$ cat src/hdl/cpu_pkg.sv
package cpu_pkg;

    localparam int unsigned data_w     = 32;
    localparam int unsigned reg_addr_w = 5;
    localparam int unsigned imm_w      = 16;

    // one-hot ALU operation with add in bit 0 and lui in bit 11
    typedef struct packed {
        logic lui;
        logic sra;
        logic srl;
        logic sll;
        logic op_xor;
        logic op_or;
        logic op_nor;
        logic op_and;
        logic sltu;
        logic slt;
        logic sub;
        logic add;
    } alu_op_t;

    // operand source picked by the forwarding unit
    typedef enum logic [1:0] {
        fwd_reg = 2'd0,
        fwd_mem = 2'd1,
        fwd_wb  = 2'd2
    } fwd_sel_t;

    typedef struct packed {
        alu_op_t                alu_op;
        logic                   load_op;
        logic                   src1_is_sa;
        logic                   src1_is_pc;
        logic                   src2_is_imm;
        logic                   src2_is_8;
        logic                   gr_we;
        logic                   mem_we;
        logic [reg_addr_w-1:0]  dest;
        logic [reg_addr_w-1:0]  rs_addr;
        logic [reg_addr_w-1:0]  rt_addr;
        logic [imm_w-1:0]       imm;
        logic [data_w-1:0]      rs_value;
        logic [data_w-1:0]      rt_value;
        logic [data_w-1:0]      pc;
    } ds_to_es_t;

    typedef struct packed {
        logic                   res_from_mem;
        logic                   gr_we;
        logic [reg_addr_w-1:0]  dest;
        logic [data_w-1:0]      alu_result;
        logic [data_w-1:0]      pc;
    } es_to_ms_t;

    typedef struct packed {
        logic                   gr_we;
        logic [reg_addr_w-1:0]  dest;
        logic [data_w-1:0]      final_result;
        logic [data_w-1:0]      pc;
    } ms_to_ws_t;

    typedef struct packed {
        logic                   rf_we;
        logic [reg_addr_w-1:0]  dest;
        logic [data_w-1:0]      wdata;
        logic [data_w-1:0]      pc;
    } wb_t;

    // one forwarding source as driven by the memory and writeback stages
    typedef struct packed {
        logic                   valid;
        logic                   gr_we;
        logic [reg_addr_w-1:0]  dest;
        logic [data_w-1:0]      value;
    } fwd_src_t;

endpackage

$ cat src/hdl/mem_stage.sv
`timescale 1ns/10ps

module mem_stage (
    input  logic                       clk,
    input  logic                       reset,
    input  logic                       es_to_ms_valid,
    input  cpu_pkg::es_to_ms_t         es_to_ms_bus,
    input  logic [cpu_pkg::data_w-1:0] data_sram_rdata,
    output logic                       ms_to_ws_valid,
    output cpu_pkg::ms_to_ws_t         ms_to_ws_bus,
    output cpu_pkg::fwd_src_t          ms_fwd
);
    import cpu_pkg::*;

    logic              ms_valid;
    es_to_ms_t         ms_bus_r;
    logic [data_w-1:0] final_result;

    always_ff @(posedge clk) begin
        if (reset) begin
            ms_valid <= 1'b0;
        end else begin
            ms_valid <= es_to_ms_valid;
        end
    end

    always_ff @(posedge clk) begin
        if (es_to_ms_valid) begin
            ms_bus_r <= es_to_ms_bus;
        end
    end

    // load data comes straight off the ram output register
    assign final_result = ms_bus_r.res_from_mem ? data_sram_rdata : ms_bus_r.alu_result;

    assign ms_to_ws_valid = ms_valid;
    assign ms_to_ws_bus   = '{gr_we:        ms_bus_r.gr_we,
                              dest:         ms_bus_r.dest,
                              final_result: final_result,
                              pc:           ms_bus_r.pc};

    assign ms_fwd = '{valid: ms_valid,
                      gr_we: ms_bus_r.gr_we,
                      dest:  ms_bus_r.dest,
                      value: final_result};

endmodule

$ cat config.mk
export PLATFORM = sky130hd
export DESIGN_NAME = mem_stage
export DESIGN_NICKNAME = d
export VERILOG_FILES = /design/src/hdl/cpu_pkg.sv /design/src/hdl/mem_stage.sv
export SDC_FILE = /design/constraint.sdc
export NUM_CORES = 1
export LEC_CHECK = 0
export BUFFER_PORTS_ARGS = -buffer_cell sky130_fd_sc_hd__buf_2
export CORE_ASPECT_RATIO = 0.7
export CORE_MARGIN = 1
export CORE_UTILIZATION = 25
export CTS_CLUSTER_SIZE = 28
export DETAILED_ROUTE_END_ITERATION = 7
export PLACE_DENSITY = 0.58
export SLEW_MARGIN = 0
export SYNTH_ARGS = -nofsm -noshare
export SYNTH_HDL_FRONTEND = slang
export SYNTH_SLANG_ARGS = --single-unit
$ cat constraint.sdc
create_clock -name clk -period 1.6 [get_ports clk]
set_input_delay 0.32 -clock clk [delete_from_list [all_inputs] [get_ports clk]]
set_output_delay 0.32 -clock clk [all_outputs]
set_load 0.005 [all_outputs]
==> metrics.md <==
| Metric | Value |
|---|---|
| Status | `finished with violations` |
| Failing checks | `DRC, setup timing` |
| TritonCTS buffer count | `9` |
| DP Area | `approximately 4000 µm²` |
| Die width | `138.9 µm` |
| Top FF cell, synth | `edfxtp_1` |
| Layout cell share with drive strength beyond 1 | `78.24%` |
| Distinct cells, synth | `8` |
| Hold WS | `141.7 ps` |
| Final WL | `6.475 mm` |
| Top-count cell post-synth | `buf_4` |
| Congestion Overflow GR | `0` |
| Clk slew on worst S/H paths | `60 ps` |
| DR iter-0 viols | `52` |
| Post-synth EDFFs | `just over 70` |
| Number of global-route vias before repair | `1,940` |
| Row count | `34` |
| WP data required | `1280 ps` |
| Hold path start | `reset` |
| Crit path from | `ms_bus_r[70]$_DFFE_PP_` |
| Dpl hpwl | `~5.1 mm` |
| Ys async rst share | `0%` |
| Num Clock Sinks | `72` |
| Biggest area consumer among synthesized cells | `edfxtp_1` |
| Pwr Density | `1138 nW/µm²` |
| TritonRoute pass-1 iters | `7` |
| RSZ-0062 raised after global routing | `yes` |
| Leakage | `between 1.5 and 2 nW` |
| Fin crit share | `110.0%` |
| Hold Buf Count CTS | `0` |
| Synthesis Warnings | `0` |
| Crit path time final | `1761 ps` |
| Via/cell ratio | `3.787` |
| Detail Route Antenna Nets | `0` |
| Finish-stage setup viols | `64` |
| Core Util, Final | `34.07%` |
| Total Power Consumption | `4.883 mW` |
| Post-CTS sizing | `3` |
| Area Growth Syn to Fin | `30.78%` |
| Max Root-Sink Buffers | `2` |
| Dpl ws | `~150 ps` |
| Worst-path fanout max | `22` |
| Synth top cells by count | `77 x buf_4, 71 x edfxtp_1, 30 x mux2_4` |
| CP startpoint kind | `flop` |
| Largest net degree at the start of global routing | `41` |
| Synthesized Nets | `292` |
| Final Hold Viols | `0` |
| Critical Path AT | `approximately 1400 ps` |
| First-pass GRT wire length | `between 9 and 10 mm` |
| Slew Limit Headroom | `85.32%` |
| Initial antenna violation count | `0` |
| Syn Inst Count | `186` |
| Die ar. | `approximately 14,000 µm²` |
| CP endpoint kind | `primary output` |
| Hold Path Class | `in -> reg` |
| Seq cells post-synth | `between 70 and 80` |
| Cell total after placement | `486` |
| Worst Setup Slack, final | `-160.7 ps` |
| Height of the die | `between 90 and 100 µm` |
| Total GRT Usage | `9.627%` |
| Yosys top cell area share | `64.99%` |
| Core area | `12,590 µm²` |
| Post-synthesis sequential area ratio | `between 60% and 70%` |
| Fmax | `567.9 MHz` |
| Avg Inst Size Synth | `17.64 µm²` |
| H-Tree Depth | `3` |
| Hold Path Cell Cnt | `2` |
| WL per Instance | `12.90 µm` |
| Ports | `216` |
| Final cell count without fillers | `about 500` |
| Design area | `4290 µm²` |
| Detailed-route via count | `1,901` |
| GP Congestion | `around 0.7` |
| WS Path Type | `reg -> out` |
| Setup Buffers After CTS | `0` |
| Drt drc | `17` |
| Initial core utilization | `26.05%` |
| Root buf cell | `clkbuf_16` |
| PortBufs | `215` |
| CTS tree | `yes` |
| Slew Viols, Final | `0` |
| Synth area leaders | `edfxtp_1 65%, buf_4 18%, mux2_4 14%, buf_12 1.8%, mux2_2 0.69%` |
| Peak supply drop | `0.0004287 V` |
| N_diodes | `0` |
| Fin nets | `441` |
| Max-Cap Viols | `0` |
| Setup tns final | `-9210 ps` |
| Mapped Area | `3281 µm²` |
| Fill cell count | `between 1,000 and 1,500` |
| Worst Tran Pin Value | `approximately 220 ps` |
-- routing by layer --
metal,part of all wire [%],track usage [%]
met1,37,9.600
met5,0,0
met2,49,16.43
met4,1.6,4.872
met3,12,5.150
-- path summary, 6_finish.rpt --
kind / endpoint / slack, ps
setup / recovery: ms_fwd[1] / -160
hold / removal: ms_to_ws_valid$_SDFF_PP0_ / 140
-- state kept, by name, indices dropped and copies added (netlist names) --
signal / flops
ms_bus_r: 33
ms_to_ws_valid: 1
ms_to_ws_bus: 32
ms_fwd: 6
-- cell families (layout without fill, tap and decap cells) --
group,after synthesis,count (layout),synth area share (%)
flip-flops,72,72,65.60
multiplexers,32,32,14.42
buffers and inverters,81,235,19.79
AND/OR/NAND/NOR,1,1,0.1908
-- power breakdown --
| part | switching (mW) | internal [mW] |
|---|---|---|
| sequential | 0.0426 | 2.24 |
| combinational | 0.268 | 0.407 |
| clock | 0.727 | 1.20 |
-- area by class of cell --
| cell class | instances | area, µm² | area share, % |
|---|---|---|---|
| Multi-Input combinational cell | 33 | 486.7 | 11.34 |
| Tap cell | 162 | 202.7 | 4.724 |
| Clock buffer | 10 | 229.0 | 5.337 |
| Clock inverter | 6 | 61.31 | 1.429 |
| Sequential cell | 72 | 2152 | 50.16 |
| Timing Repair Buffer | 219 | 1159 | 27.00 |
-- worst max-delay path, stage by stage, from the launching register on --
cell	delay [ps]
edfxtp_1	440
buf_12	200
mux2_4	320
buf_2	130
-- layout by cell type (no fill, tap or decap) --
cell type	n
dfxtp_1	1
clkinv_4	1
clkbuf_1	1
buf_6	2
buf_4	2
nor2b_1	1
clkbuf_16	9
buf_12	3
mux2_4	32
edfxtp_1	71
clkinvlp_4	1
buf_2	212
clkinv_2	3
bufinv_16	1
Power figures use the tool's default switching activity.
