`config.mk`:
```
export PLATFORM = sky130hd
export DESIGN_NAME = wb_stage
export DESIGN_NICKNAME = d
export VERILOG_FILES = /design/src/hdl/cpu_pkg.sv /design/src/hdl/wb_stage.sv
export SDC_FILE = /design/constraint.sdc
export NUM_CORES = 1
export LEC_CHECK = 0
export BUFFER_PORTS_ARGS = -buffer_cell sky130_fd_sc_hd__buf_2
export CORE_ASPECT_RATIO = 0.75
export CORE_UTILIZATION = 40
export CTS_BUF_LIST = sky130_fd_sc_hd__clkbuf_8 sky130_fd_sc_hd__clkbuf_16
export DETAILED_ROUTE_END_ITERATION = 8
export PLACE_DENSITY = 0.81
export SYNTH_ARGS = -nofsm -noshare
export SYNTH_HDL_FRONTEND = slang
export SYNTH_SLANG_ARGS = --single-unit
```
`constraint.sdc`:
```
create_clock -name clk -period 1.65 [get_ports clk]
set_clock_uncertainty 0.1 [all_clocks]
set_input_delay 0.165 -clock clk [delete_from_list [all_inputs] [get_ports clk]]
set_output_delay 0.165 -clock clk [all_outputs]
set_load 0.005 [all_outputs]
```
`src/hdl/cpu_pkg.sv`:
```
package cpu_pkg;

    localparam int unsigned data_w     = 32;
    localparam int unsigned reg_addr_w = 5;
    localparam int unsigned imm_w      = 16;

    // one-hot ALU operation with add in bit 0 and lui in bit 11
    typedef struct packed {
        logic lui;
        logic sra;
        logic srl;
        logic sll;
        logic op_xor;
        logic op_or;
        logic op_nor;
        logic op_and;
        logic sltu;
        logic slt;
        logic sub;
        logic add;
    } alu_op_t;

    // operand source picked by the forwarding unit
    typedef enum logic [1:0] {
        fwd_reg = 2'd0,
        fwd_mem = 2'd1,
        fwd_wb  = 2'd2
    } fwd_sel_t;

    typedef struct packed {
        alu_op_t                alu_op;
        logic                   load_op;
        logic                   src1_is_sa;
        logic                   src1_is_pc;
        logic                   src2_is_imm;
        logic                   src2_is_8;
        logic                   gr_we;
        logic                   mem_we;
        logic [reg_addr_w-1:0]  dest;
        logic [reg_addr_w-1:0]  rs_addr;
        logic [reg_addr_w-1:0]  rt_addr;
        logic [imm_w-1:0]       imm;
        logic [data_w-1:0]      rs_value;
        logic [data_w-1:0]      rt_value;
        logic [data_w-1:0]      pc;
    } ds_to_es_t;

    typedef struct packed {
        logic                   res_from_mem;
        logic                   gr_we;
        logic [reg_addr_w-1:0]  dest;
        logic [data_w-1:0]      alu_result;
        logic [data_w-1:0]      pc;
    } es_to_ms_t;

    typedef struct packed {
        logic                   gr_we;
        logic [reg_addr_w-1:0]  dest;
        logic [data_w-1:0]      final_result;
        logic [data_w-1:0]      pc;
    } ms_to_ws_t;

    typedef struct packed {
        logic                   rf_we;
        logic [reg_addr_w-1:0]  dest;
        logic [data_w-1:0]      wdata;
        logic [data_w-1:0]      pc;
    } wb_t;

    // one forwarding source as driven by the memory and writeback stages
    typedef struct packed {
        logic                   valid;
        logic                   gr_we;
        logic [reg_addr_w-1:0]  dest;
        logic [data_w-1:0]      value;
    } fwd_src_t;

endpackage

```
`src/hdl/wb_stage.sv`:
```
`timescale 1ns/10ps

module wb_stage (
    input  logic               clk,
    input  logic               reset,
    input  logic               ms_to_ws_valid,
    input  cpu_pkg::ms_to_ws_t ms_to_ws_bus,
    output cpu_pkg::wb_t       wb,
    output cpu_pkg::fwd_src_t  ws_fwd
);
    import cpu_pkg::*;

    logic      ws_valid;
    ms_to_ws_t ws_bus_r;

    always_ff @(posedge clk) begin
        if (reset) begin
            ws_valid <= 1'b0;
        end else begin
            ws_valid <= ms_to_ws_valid;
        end
    end

    always_ff @(posedge clk) begin
        if (ms_to_ws_valid) begin
            ws_bus_r <= ms_to_ws_bus;
        end
    end

    // writes to r0 are dropped here
    assign wb = '{rf_we: ws_valid & ws_bus_r.gr_we & (ws_bus_r.dest != '0),
                  dest:  ws_bus_r.dest,
                  wdata: ws_bus_r.final_result,
                  pc:    ws_bus_r.pc};

    assign ws_fwd = '{valid: ws_valid,
                      gr_we: ws_bus_r.gr_we,
                      dest:  ws_bus_r.dest,
                      value: ws_bus_r.final_result};

endmodule

```
==> impl_metrics.xml, run 1 <==
<?xml version="1.0" encoding="UTF-8"?>
<metrics>
  <group name="run_status">
    <metric name="run_status" unit="">finished, violations left</metric>
    <metric name="violations" unit="">setup timing</metric>
  </group>
  <group name="pwr">
    <metric name="power.sequential.fraction" unit="%">56.0</metric>
    <metric name="clkPwrFrac" unit="%">30.7</metric>
    <metric name="power.total" unit="uW">3920</metric>
    <metric name="combPwrFrac" unit="%">13.3</metric>
    <metric name="worst_supply_voltage_drop_on_vdd" unit="uV">586</metric>
    <metric name="power.leakage" unit="uW">0.00182</metric>
    <metric name="cellInternalPower" unit="uW">3000</metric>
    <metric name="power.density_cell_area" unit="nW/um2">960</metric>
    <metric name="swShare" unit="%">23.5</metric>
    <metric name="switching_power_total" unit="uW">919</metric>
  </group>
  <group name="global_routing">
    <metric name="largest_net_degree_at_the_start_of_global_routing" unit="">72</metric>
    <metric name="antenna_found_initial" unit="">0</metric>
    <metric name="via_count_of_the_first_global_routing_pass" unit="">1943</metric>
    <metric name="global_route.overflow_total" unit="">0</metric>
    <metric name="grt_pass1_wl" unit="um">10200</metric>
    <metric name="global_route.usage.total" unit="%">22.1</metric>
  </group>
  <group name="finish">
    <metric name="post-route-util" unit="%">70.1</metric>
    <metric name="diodes" unit="">0</metric>
    <metric name="layout.cells.most_common" unit="">sky130_fd_sc_hd__buf_2</metric>
    <metric name="fill_cells" unit="">398</metric>
    <metric name="final-seq-area" unit="um2">2120</metric>
    <metric name="fin_cells" unit="">425</metric>
    <metric name="total_area_of_multi_input_combinational_cells" unit="um2">22.5</metric>
    <metric name="area_growth" unit="%">68.0</metric>
    <metric name="layout.nets" unit="">415</metric>
    <metric name="final_cell_mix" unit="">181 x sky130_fd_sc_hd__buf_2, 71 x sky130_fd_sc_hd__dlygate4sd3_1, 70 x sky130_fd_sc_hd__edfxtp_1</metric>
    <metric name="drive_gt1_share" unit="%">57.9</metric>
  </group>
  <group name="route">
    <metric name="drt-total-wl" unit="um">6830</metric>
    <metric name="wl_per_cell" unit="um">16.1</metric>
    <metric name="ant_nets" unit="">0</metric>
    <metric name="count_of_unresolved_drc_violations_after_routing" unit="">0</metric>
    <metric name="dr.first_iter.drc_count" unit="">81</metric>
    <metric name="routed_via_density" unit="">4.28</metric>
    <metric name="drt-pass1-iter-count" unit="">4</metric>
    <metric name="via_count" unit="">1817</metric>
  </group>
  <group name="timing">
    <metric name="finalMaxSlewViolations" unit="">0</metric>
    <metric name="setup_viol_count_final" unit="">1</metric>
    <metric name="unrepaired_setup_endpoints_after_global_routing" unit="">yes</metric>
    <metric name="finalHoldViolations" unit="">0</metric>
    <metric name="fin_hold_ws" unit="ns">0.270</metric>
    <metric name="fin_crit" unit="ns">1.80</metric>
    <metric name="worst_pin_slew" unit="ns">0.365</metric>
    <metric name="fmax" unit="MHz">554</metric>
    <metric name="timing.slew.headroom" unit="%">75.6</metric>
    <metric name="final.period_utilization" unit="%">109</metric>
    <metric name="setup_ws" unit="ns">-0.154</metric>
  </group>
  <group name="flow_run">
    <metric name="maxCapViolations" unit="">0</metric>
  </group>
  <group name="clock_tree">
    <metric name="numClockSinks" unit="">71</metric>
    <metric name="clock_tree.buffer_depth" unit="">2</metric>
    <metric name="root_buffer" unit="">sky130_fd_sc_hd__clkbuf_8</metric>
    <metric name="postCtsResizedCells" unit="">0</metric>
    <metric name="cts-buffers-inserted" unit="">9</metric>
    <metric name="cts.clk_slew.worst_paths" unit="ns">0.08</metric>
    <metric name="tritoncts" unit="">done</metric>
    <metric name="h-tree-depth" unit="">3</metric>
  </group>
  <group name="worst_hold_path">
    <metric name="hold_path.class" unit="">in2reg</metric>
    <metric name="holdCritStartpoint" unit="">ms_to_ws_valid</metric>
    <metric name="worst_hold_path.num_cells" unit="">2</metric>
    <metric name="worstHoldEndpoint" unit="">wb[52]</metric>
  </group>
  <group name="place">
    <metric name="place.port_buffers" unit="">181</metric>
    <metric name="globalplace.congestion" unit="">0.688</metric>
    <metric name="dp_cells" unit="">334</metric>
  </group>
  <group name="critical_path">
    <metric name="critical_path.startpoint_type" unit="">flop</metric>
    <metric name="critical_path_arrival" unit="ns">1.54</metric>
    <metric name="timing.critical_path.required" unit="ns">1.38</metric>
    <metric name="highest_fanout_seen_on_the_critical_path" unit="">2</metric>
    <metric name="worst-setup-path-type" unit="">reg2out</metric>
    <metric name="worst_setup_end_kind" unit="">output port</metric>
  </group>
  <group name="yosys">
    <metric name="synth_sequential_area_ratio" unit="%">87.3</metric>
    <metric name="synth_area_leader_cell" unit="">sky130_fd_sc_hd__edfxtp_1</metric>
    <metric name="synth.top_cells.by_area" unit="">sky130_fd_sc_hd__edfxtp_1 87%, sky130_fd_sc_hd__buf_4 12%, sky130_fd_sc_hd__dfxtp_1 0.82%, sky130_fd_sc_hd__o311a_1 0.41%, sky130_fd_sc_hd__nor2b_1 0.26%</metric>
    <metric name="ys_warn_count" unit="">0</metric>
    <metric name="avgSynthCellArea" unit="um2">21.7</metric>
    <metric name="distinct_cells_synth" unit="">6</metric>
    <metric name="syn_area" unit="um2">2430</metric>
    <metric name="gate_count_post_synth" unit="">112</metric>
    <metric name="post-synth-top-area-fraction" unit="%">86.5</metric>
    <metric name="synth_fp_nets" unit="">185</metric>
    <metric name="synthesized_flop_and_latch_total" unit="">71</metric>
  </group>
  <group name="floorplanning">
    <metric name="die_h" unit="um">69.5</metric>
    <metric name="placementRows" unit="">24</metric>
    <metric name="design.core.area" unit="um2">5830</metric>
    <metric name="die_w" unit="um">92.0</metric>
    <metric name="die_area" unit="um2">6390</metric>
    <metric name="top_level_ports" unit="">182</metric>
    <metric name="starting_density_of_the_core" unit="%">41.7</metric>
  </group>
</metrics>
registers in the layout (all words and copies together) (netlist names):
signal    flops
wb           69
ws_fwd        1
ws_valid      1
power by group through the flow:
stage	registers [uW]	clock network, uW	logic, uW
after detailed placement	2230	0	368
final	2200	1200	521
after global placement	2220	0	355
after CTS	2190	1240	508
after global routing	2210	1310	558
after floorplan	2250	0	112
cell usage after synthesis (all sizes together):
cell,count
nor2b,1
or3,1
buf,38
edfxtp,70
dfxtp,1
o311a,1
through the flow:
| step | area [um2] | TNS [ns] | worst slack [ns] |
|---|---|---|---|
| floorplan | 2430 | 0 | 0.324 |
| global placement | 3170 | 0 | 0.235 |
| detailed placement | 3170 | 0 | 0.211 |
| CTS | 4070 | -0.153 | -0.153 |
| global route | 4080 | -0.221 | -0.221 |
| finish | 4080 | -0.154 | -0.154 |
metal layers:
layer,vias up,share of wire (%),GRT usage (%)
li1,838,-,-
met1,871,36,24.0
met2,96,56,40.0
met3,12,6.2,6.14
met4,0,1.9,10.4
met5,-,0,0
worst max-delay path, cell delays in order, from the launching register on:
cell                       delay, ns
sky130_fd_sc_hd__edfxtp_1       0.41
sky130_fd_sc_hd__or3_1          0.37
sky130_fd_sc_hd__o311a_1        0.30
sky130_fd_sc_hd__buf_2          0.13
cell families after synthesis:
family          Yosys count  share of synthesized area (%)
compound gates            1                          0.412
buf+inv                  38                           11.7
flops                    71                           87.3
simple gates              2                          0.515
cell type report:
type                    instances  share of cell area (%)
clock buffers                   9                    3.03
multi-input cells               3                   0.552
flip-flops and latches         71                    52.0
repair buffers                257                    40.8
well taps                      78                    2.39
clock inverters                 7                    1.20
worst max path at each step:
stage / startpoint / to / cells after the start
after floorplan: wb[67] / wb[69] / 2
after global placement: wb[67] / wb[69] / 3
after detailed placement: wb[67] / wb[69] / 3
after CTS: wb[67] / wb[69] / 3
after global routing: wb[66] / wb[69] / 3
final: wb[66] / wb[69] / 3
timing repair:
item,4_1_cts,5_1_grt
gates cloned,0,0
hold buffers,71,0
hold endpoints to repair,71,0
buffers inserted,2,2
setup endpoints to repair,1,1
Note: power is estimated with default switching activity, not from simulation.
==> run 2: changes to the inputs <==
--- a/config.mk
+++ b/config.mk
@@ -10,7 +10,7 @@
 export CORE_UTILIZATION = 40
 export CTS_BUF_LIST = sky130_fd_sc_hd__clkbuf_8 sky130_fd_sc_hd__clkbuf_16
 export DETAILED_ROUTE_END_ITERATION = 8
-export PLACE_DENSITY = 0.81
+export PLACE_DENSITY = 0.92
 export SYNTH_ARGS = -nofsm -noshare
 export SYNTH_HDL_FRONTEND = slang
 export SYNTH_SLANG_ARGS = --single-unit
==> run 2 against run 1 <==
  * The flow still finishes with violations (setup timing)
  * Global-route usage fell by 2.1 points
  * Combinational power decreased by 4%
  * Final cell count is 0.47% lower
  * Critical path depth unchanged
  * Die area did not move
  * Via count down 1.9%
  * Critical path type unchanged
  * Sequential cell count unchanged
  * Core utilization shrank 0.13 points
  * Clock power up 4%
  * Worst setup slack improved by 0.0035 ns
  * Non-clock buffer count is 2 lower
==> impl_metrics.xml, run 2 (synthesis gave the netlist of run 1 again) <==
<?xml version="1.0" encoding="UTF-8"?>
<metrics>
  <group name="run_status">
    <metric name="violations" unit="">setup timing</metric>
    <metric name="run_status" unit="">finished, violations left</metric>
  </group>
  <group name="clock_tree">
    <metric name="root_buffer" unit="">sky130_fd_sc_hd__clkbuf_8</metric>
    <metric name="cts-buffers-inserted" unit="">9</metric>
    <metric name="clock_tree.buffer_depth" unit="">2</metric>
    <metric name="numClockSinks" unit="">71</metric>
    <metric name="postCtsResizedCells" unit="">0</metric>
    <metric name="h-tree-depth" unit="">3</metric>
    <metric name="cts.clk_slew.worst_paths" unit="ns">0.07</metric>
    <metric name="tritoncts" unit="">done</metric>
  </group>
  <group name="critical_path">
    <metric name="crit_path_top_delay_cell" unit="">sky130_fd_sc_hd__edfxtp_1</metric>
    <metric name="critical_path_arrival" unit="ns">1.54</metric>
    <metric name="worst-setup-path-type" unit="">reg2out</metric>
    <metric name="highest_fanout_seen_on_the_critical_path" unit="">2</metric>
    <metric name="timing.critical_path.cells" unit="">or3_1 -&gt; o311a_1 -&gt; buf_2</metric>
    <metric name="timing.critical_path.buf_inv" unit="">1</metric>
    <metric name="critical_path.startpoint_type" unit="">flop</metric>
    <metric name="critical_path.max_stage_delay" unit="ns">0.39</metric>
    <metric name="timing.critical_path.required" unit="ns">1.38</metric>
    <metric name="critPathTopFamily" unit="">flip-flops</metric>
    <metric name="worst_setup_end_kind" unit="">output port</metric>
  </group>
  <group name="floorplanning">
    <metric name="die_w" unit="um">92.0</metric>
    <metric name="starting_density_of_the_core" unit="%">41.7</metric>
    <metric name="die_h" unit="um">69.5</metric>
    <metric name="design.core.area" unit="um2">5830</metric>
    <metric name="die_area" unit="um2">6390</metric>
    <metric name="top_level_ports" unit="">182</metric>
    <metric name="placementRows" unit="">24</metric>
  </group>
  <group name="place">
    <metric name="dp_cells" unit="">335</metric>
    <metric name="place.port_buffers" unit="">181</metric>
    <metric name="dpl_worst_slack" unit="ns">0.192</metric>
    <metric name="globalplace.congestion" unit="">0.707</metric>
  </group>
  <group name="pwr">
    <metric name="power.density_cell_area" unit="nW/um2">969</metric>
    <metric name="power.leakage" unit="uW">0.00183</metric>
    <metric name="worst_supply_voltage_drop_on_vdd" unit="uV">615</metric>
  </group>
  <group name="timing">
    <metric name="finalMaxSlewViolations" unit="">0</metric>
    <metric name="fmax" unit="MHz">555</metric>
    <metric name="worst_pin_slew" unit="ns">0.379</metric>
    <metric name="finalHoldViolations" unit="">0</metric>
    <metric name="final.period_utilization" unit="%">109</metric>
    <metric name="fin_crit" unit="ns">1.80</metric>
    <metric name="timing.slew.headroom" unit="%">74.7</metric>
    <metric name="setup_viol_count_final" unit="">1</metric>
    <metric name="setup_ws" unit="ns">-0.151</metric>
    <metric name="setup_total_negative_slack" unit="ns">-0.151</metric>
    <metric name="unrepaired_setup_endpoints_after_global_routing" unit="">yes</metric>
  </group>
  <group name="worst_hold_path">
    <metric name="worst_hold_path.num_cells" unit="">2</metric>
    <metric name="worstHoldEndpoint" unit="">wb[45]</metric>
    <metric name="hold_path.class" unit="">in2reg</metric>
    <metric name="holdCritStartpoint" unit="">ms_to_ws_valid</metric>
  </group>
  <group name="route">
    <metric name="count_of_unresolved_drc_violations_after_routing" unit="">0</metric>
    <metric name="wl_per_cell" unit="um">14.4</metric>
    <metric name="drt-pass1-iter-count" unit="">3</metric>
    <metric name="drt-total-wl" unit="um">6100</metric>
    <metric name="via_count" unit="">1783</metric>
    <metric name="routed_via_density" unit="">4.22</metric>
    <metric name="dr.first_iter.drc_count" unit="">51</metric>
    <metric name="ant_nets" unit="">0</metric>
  </group>
  <group name="global_routing">
    <metric name="via_count_of_the_first_global_routing_pass" unit="">1905</metric>
    <metric name="largest_net_degree_at_the_start_of_global_routing" unit="">42</metric>
    <metric name="global_route.overflow_total" unit="">0</metric>
    <metric name="grt_pass1_wl" unit="um">9340</metric>
    <metric name="grt_use_met2" unit="%">37.7</metric>
    <metric name="gr-usage-met3" unit="%">7.89</metric>
    <metric name="grt.busiest_layer" unit="">met2</metric>
    <metric name="global_route.usage.total" unit="%">20.0</metric>
    <metric name="antenna_found_initial" unit="">0</metric>
    <metric name="gr-usage-met1" unit="%">19.1</metric>
  </group>
  <group name="flow_run">
    <metric name="maxCapViolations" unit="">0</metric>
  </group>
  <group name="finish">
    <metric name="drive_gt1_share" unit="%">57.1</metric>
    <metric name="final_cell_mix" unit="">181 x sky130_fd_sc_hd__buf_2, 71 x sky130_fd_sc_hd__dlygate4sd3_1, 70 x sky130_fd_sc_hd__edfxtp_1</metric>
    <metric name="largest_register_ffs" unit="">69</metric>
    <metric name="fin_cells" unit="">423</metric>
    <metric name="post-route-util" unit="%">69.9</metric>
    <metric name="layout.nets" unit="">413</metric>
    <metric name="area_growth" unit="%">67.7</metric>
    <metric name="layout.cells.most_common" unit="">sky130_fd_sc_hd__buf_2</metric>
    <metric name="diodes" unit="">0</metric>
  </group>
</metrics>
[run 2: cell count changes in the layout (fill, tap and decap cells not counted)]
cell	before	now
sky130_fd_sc_hd__clkinv_4	1	0
sky130_fd_sc_hd__inv_6	1	0
sky130_fd_sc_hd__inv_1	0	2
sky130_fd_sc_hd__buf_4	4	2
sky130_fd_sc_hd__bufinv_16	0	1
sky130_fd_sc_hd__clkinvlp_4	3	0
sky130_fd_sc_hd__clkinv_2	1	3
[run 2: metal layers]
metal / vias to the layer above / wire, um
li1: 833 / -
met1: 827 / 2090
met2: 108 / 3350
met3: 15 / 536
met4: 0 / 127
met5: - / 0
[run 2: how the worst max path moves through the flow]
stage          startpoint  endpoint  slack, ns  depth (start not counted)
5_1_grt            wb[67]    wb[69]      -0.20                          3
4_1_cts            wb[67]    wb[69]      -0.16                          3
3_3_place_gp       wb[67]    wb[69]       0.23                          3
6_report           wb[67]    wb[69]      -0.15                          3
3_5_place_dp       wb[67]    wb[69]       0.19                          3
2_1_floorplan      wb[67]    wb[69]       0.32                          2
[run 2: report_power, final]
part,switching [uW],internal (uW),total (uW)
clock,577,674,1250
sequential,54.4,2140,2200
combinational,192,310,501
[run 2: final cells by class]
type,count,area [um2]
Multi-Input combinational cell,3,22.5
Fill cell,422,1750
Clock inverter,7,56.3
Clock buffer,9,124
Timing Repair Buffer,255,1650
Sequential cell,71,2120
Tap cell,78,97.6
[run 2: what timing repair did]
| action | CTS | global route |
|---|---|---|
| pin swaps | 0 | 1 |
| hold endpoints to repair | 71 | 0 |
| endpoints found under the setup margin | 1 | 1 |
| buffers inserted | 1 | 0 |
| hold buffers | 71 | 0 |
[run 2: stage by stage]
step / hold WS [ns] / total power [uW] / instance area, um2
2_1_floorplan: 0.137 / 2360 / 2430
3_3_place_gp: 0.221 / 2580 / 3180
3_5_place_dp: 0.231 / 2600 / 3180
4_1_cts: 0.217 / 3980 / 4070
5_1_grt: 0.215 / 4110 / 4070
6_report: 0.226 / 3950 / 4070
==> run 3: changes to the inputs <==
--- a/config.mk
+++ b/config.mk
@@ -11,6 +11,7 @@
 export CTS_BUF_LIST = sky130_fd_sc_hd__clkbuf_8 sky130_fd_sc_hd__clkbuf_16
 export DETAILED_ROUTE_END_ITERATION = 8
 export PLACE_DENSITY = 0.92
+export SKIP_CTS_REPAIR_TIMING = 1
 export SYNTH_ARGS = -nofsm -noshare
 export SYNTH_HDL_FRONTEND = slang
 export SYNTH_SLANG_ARGS = --single-unit
==> run 3 against run 2 <==
  * The flow still finishes with violations (setup timing)
  * Sequential power is essentially flat
  * Worst setup slack gained 0.014 ns
  * Critical path depth is the same
  * Via count is essentially flat
  * Highest routed layer unchanged
==> impl_metrics.xml, run 3 (synthesis gave the netlist of run 1 again) <==
<?xml version="1.0" encoding="UTF-8"?>
<metrics>
  <group name="run_status">
    <metric name="run_status" unit="">finished, violations left</metric>
    <metric name="violations" unit="">setup timing</metric>
  </group>
  <group name="timing">
    <metric name="fin_crit" unit="ns">1.79</metric>
    <metric name="setup_ws" unit="ns">-0.137</metric>
    <metric name="timing.slew.headroom" unit="%">74.0</metric>
    <metric name="unrepaired_setup_endpoints_after_global_routing" unit="">yes</metric>
    <metric name="finalHoldViolations" unit="">0</metric>
    <metric name="worst_pin_slew" unit="ns">0.389</metric>
    <metric name="fmax" unit="MHz">560</metric>
    <metric name="setup_viol_count_final" unit="">1</metric>
    <metric name="finalMaxSlewViolations" unit="">0</metric>
    <metric name="final.period_utilization" unit="%">108</metric>
  </group>
  <group name="route">
    <metric name="detailroute.wirelength.met2" unit="um">3370</metric>
    <metric name="drt-total-wl" unit="um">6100</metric>
    <metric name="wl_per_cell" unit="um">14.5</metric>
    <metric name="routed_via_density" unit="">4.23</metric>
    <metric name="route.top_layer_used" unit="">met4</metric>
    <metric name="count_of_unresolved_drc_violations_after_routing" unit="">0</metric>
    <metric name="drt-pass1-iter-count" unit="">3</metric>
    <metric name="ant_nets" unit="">0</metric>
    <metric name="wl_met3" unit="um">518</metric>
    <metric name="via_count" unit="">1784</metric>
    <metric name="dr.first_iter.drc_count" unit="">54</metric>
    <metric name="drt-met1-wl" unit="um">2160</metric>
  </group>
  <group name="clock_tree">
    <metric name="clock_tree.buffer_depth" unit="">2</metric>
    <metric name="h-tree-depth" unit="">3</metric>
    <metric name="root_buffer" unit="">sky130_fd_sc_hd__clkbuf_8</metric>
    <metric name="cts-buffers-inserted" unit="">9</metric>
    <metric name="tritoncts" unit="">done</metric>
    <metric name="numClockSinks" unit="">71</metric>
    <metric name="cts.clk_slew.worst_paths" unit="ns">0.08</metric>
  </group>
  <group name="critical_path">
    <metric name="critical_path.startpoint_type" unit="">flop</metric>
    <metric name="worst-setup-path-type" unit="">reg2out</metric>
    <metric name="timing.critical_path.required" unit="ns">1.38</metric>
    <metric name="critPathLaunch" unit="">wb[68]</metric>
    <metric name="worst_setup_end_kind" unit="">output port</metric>
    <metric name="highest_fanout_seen_on_the_critical_path" unit="">3</metric>
    <metric name="critical_path_arrival" unit="ns">1.52</metric>
  </group>
  <group name="pwr">
    <metric name="power.leakage" unit="uW">0.00183</metric>
    <metric name="cellInternalPower" unit="uW">3120</metric>
    <metric name="power.density_cell_area" unit="nW/um2">971</metric>
    <metric name="power.total" unit="uW">3950</metric>
    <metric name="swShare" unit="%">21.0</metric>
    <metric name="combPwrFrac" unit="%">12.6</metric>
    <metric name="switching_power_total" unit="uW">827</metric>
    <metric name="worst_supply_voltage_drop_on_vdd" unit="uV">623</metric>
    <metric name="power.sequential.fraction" unit="%">55.6</metric>
    <metric name="clkPwrFrac" unit="%">31.8</metric>
  </group>
  <group name="global_routing">
    <metric name="antenna_found_initial" unit="">0</metric>
    <metric name="global_route.overflow_total" unit="">0</metric>
    <metric name="via_count_of_the_first_global_routing_pass" unit="">1478</metric>
    <metric name="global_route.usage.total" unit="%">15.1</metric>
    <metric name="grt_pass1_wl" unit="um">7040</metric>
    <metric name="largest_net_degree_at_the_start_of_global_routing" unit="">42</metric>
  </group>
  <group name="finish">
    <metric name="drive_gt1_share" unit="%">57.0</metric>
    <metric name="final_cell_mix" unit="">181 x sky130_fd_sc_hd__buf_2, 71 x sky130_fd_sc_hd__dlygate4sd3_1, 70 x sky130_fd_sc_hd__edfxtp_1</metric>
    <metric name="fin_cells" unit="">422</metric>
    <metric name="diodes" unit="">0</metric>
    <metric name="layout.nets" unit="">412</metric>
    <metric name="post-route-util" unit="%">69.8</metric>
    <metric name="largest_register_ffs" unit="">69</metric>
    <metric name="layout.cells.most_common" unit="">sky130_fd_sc_hd__buf_2</metric>
    <metric name="area_growth" unit="%">67.4</metric>
    <metric name="fill_cells" unit="">428</metric>
  </group>
  <group name="floorplanning">
    <metric name="die_h" unit="um">69.5</metric>
    <metric name="die_area" unit="um2">6390</metric>
    <metric name="die_w" unit="um">92.0</metric>
    <metric name="placementRows" unit="">24</metric>
    <metric name="starting_density_of_the_core" unit="%">41.7</metric>
    <metric name="design.core.area" unit="um2">5830</metric>
    <metric name="top_level_ports" unit="">182</metric>
  </group>
  <group name="worst_hold_path">
    <metric name="holdCritStartpoint" unit="">ms_to_ws_valid</metric>
    <metric name="hold_path.class" unit="">in2reg</metric>
  </group>
  <group name="place">
    <metric name="place.port_buffers" unit="">181</metric>
    <metric name="dp_cells" unit="">335</metric>
    <metric name="globalplace.congestion" unit="">0.707</metric>
  </group>
  <group name="flow_run">
    <metric name="maxCapViolations" unit="">0</metric>
  </group>
</metrics>
[run 3: cell types whose count changed in the layout (fill, tap and decap cells not counted), sizes merged]
cell | before | now
buf | 184 | 183
[run 3: metrics by stage]
step | instance area [um2] | TNS (ns) | setup slack [ns] | hold WS [ns]
6_report | 4070 | -0.137 | -0.137 | 0.214
5_1_grt | 4070 | -0.212 | -0.212 | 0.208
3_5_place_dp | 3180 | 0 | 0.192 | 0.231
4_1_cts | 3360 | -0.189 | -0.189 | -0.129
2_1_floorplan | 2430 | 0 | 0.324 | 0.137
3_3_place_gp | 3180 | 0 | 0.233 | 0.221
[run 3: final timing paths]
check	end	slack, ns	cells past startpoint
max	wb[69]	-0.14	3
min	wb[45]	0.21	2
[run 3: power by group through the flow]
stage                     clock (uW)  combinational (uW)  sequential, uW
final                           1260                 499            2190
after global placement             0                 358            2220
after floorplan                    0                 112            2250
after global routing            1360                 538            2210
after CTS                       1290                 364            2190
after detailed placement           0                 363            2230
[run 3: routing by layer]
metal | vias up | track usage (%)
met2 | 106 | 26.5
met4 | 0 | 6.25
met5 | - | 0
met1 | 838 | 14.9
li1 | 831 | -
met3 | 9 | 7.68
[run 3: cell type report]
cell class	instances	area (um2)	share of cell area [%]
Tap cell	78	97.6	2.40
Sequential cell	71	2120	52.2
Clock buffer	9	124	3.05
Timing Repair Buffer	254	1640	40.4
Multi-Input combinational cell	3	22.5	0.554
Clock inverter	7	56.3	1.38
[run 3: critical path, stage by stage (launching register included)]
cell and delay, ns:
sky130_fd_sc_hd__edfxtp_1 0.40, sky130_fd_sc_hd__or3_1 0.38, sky130_fd_sc_hd__o311a_1 0.29, sky130_fd_sc_hd__buf_2 0.13
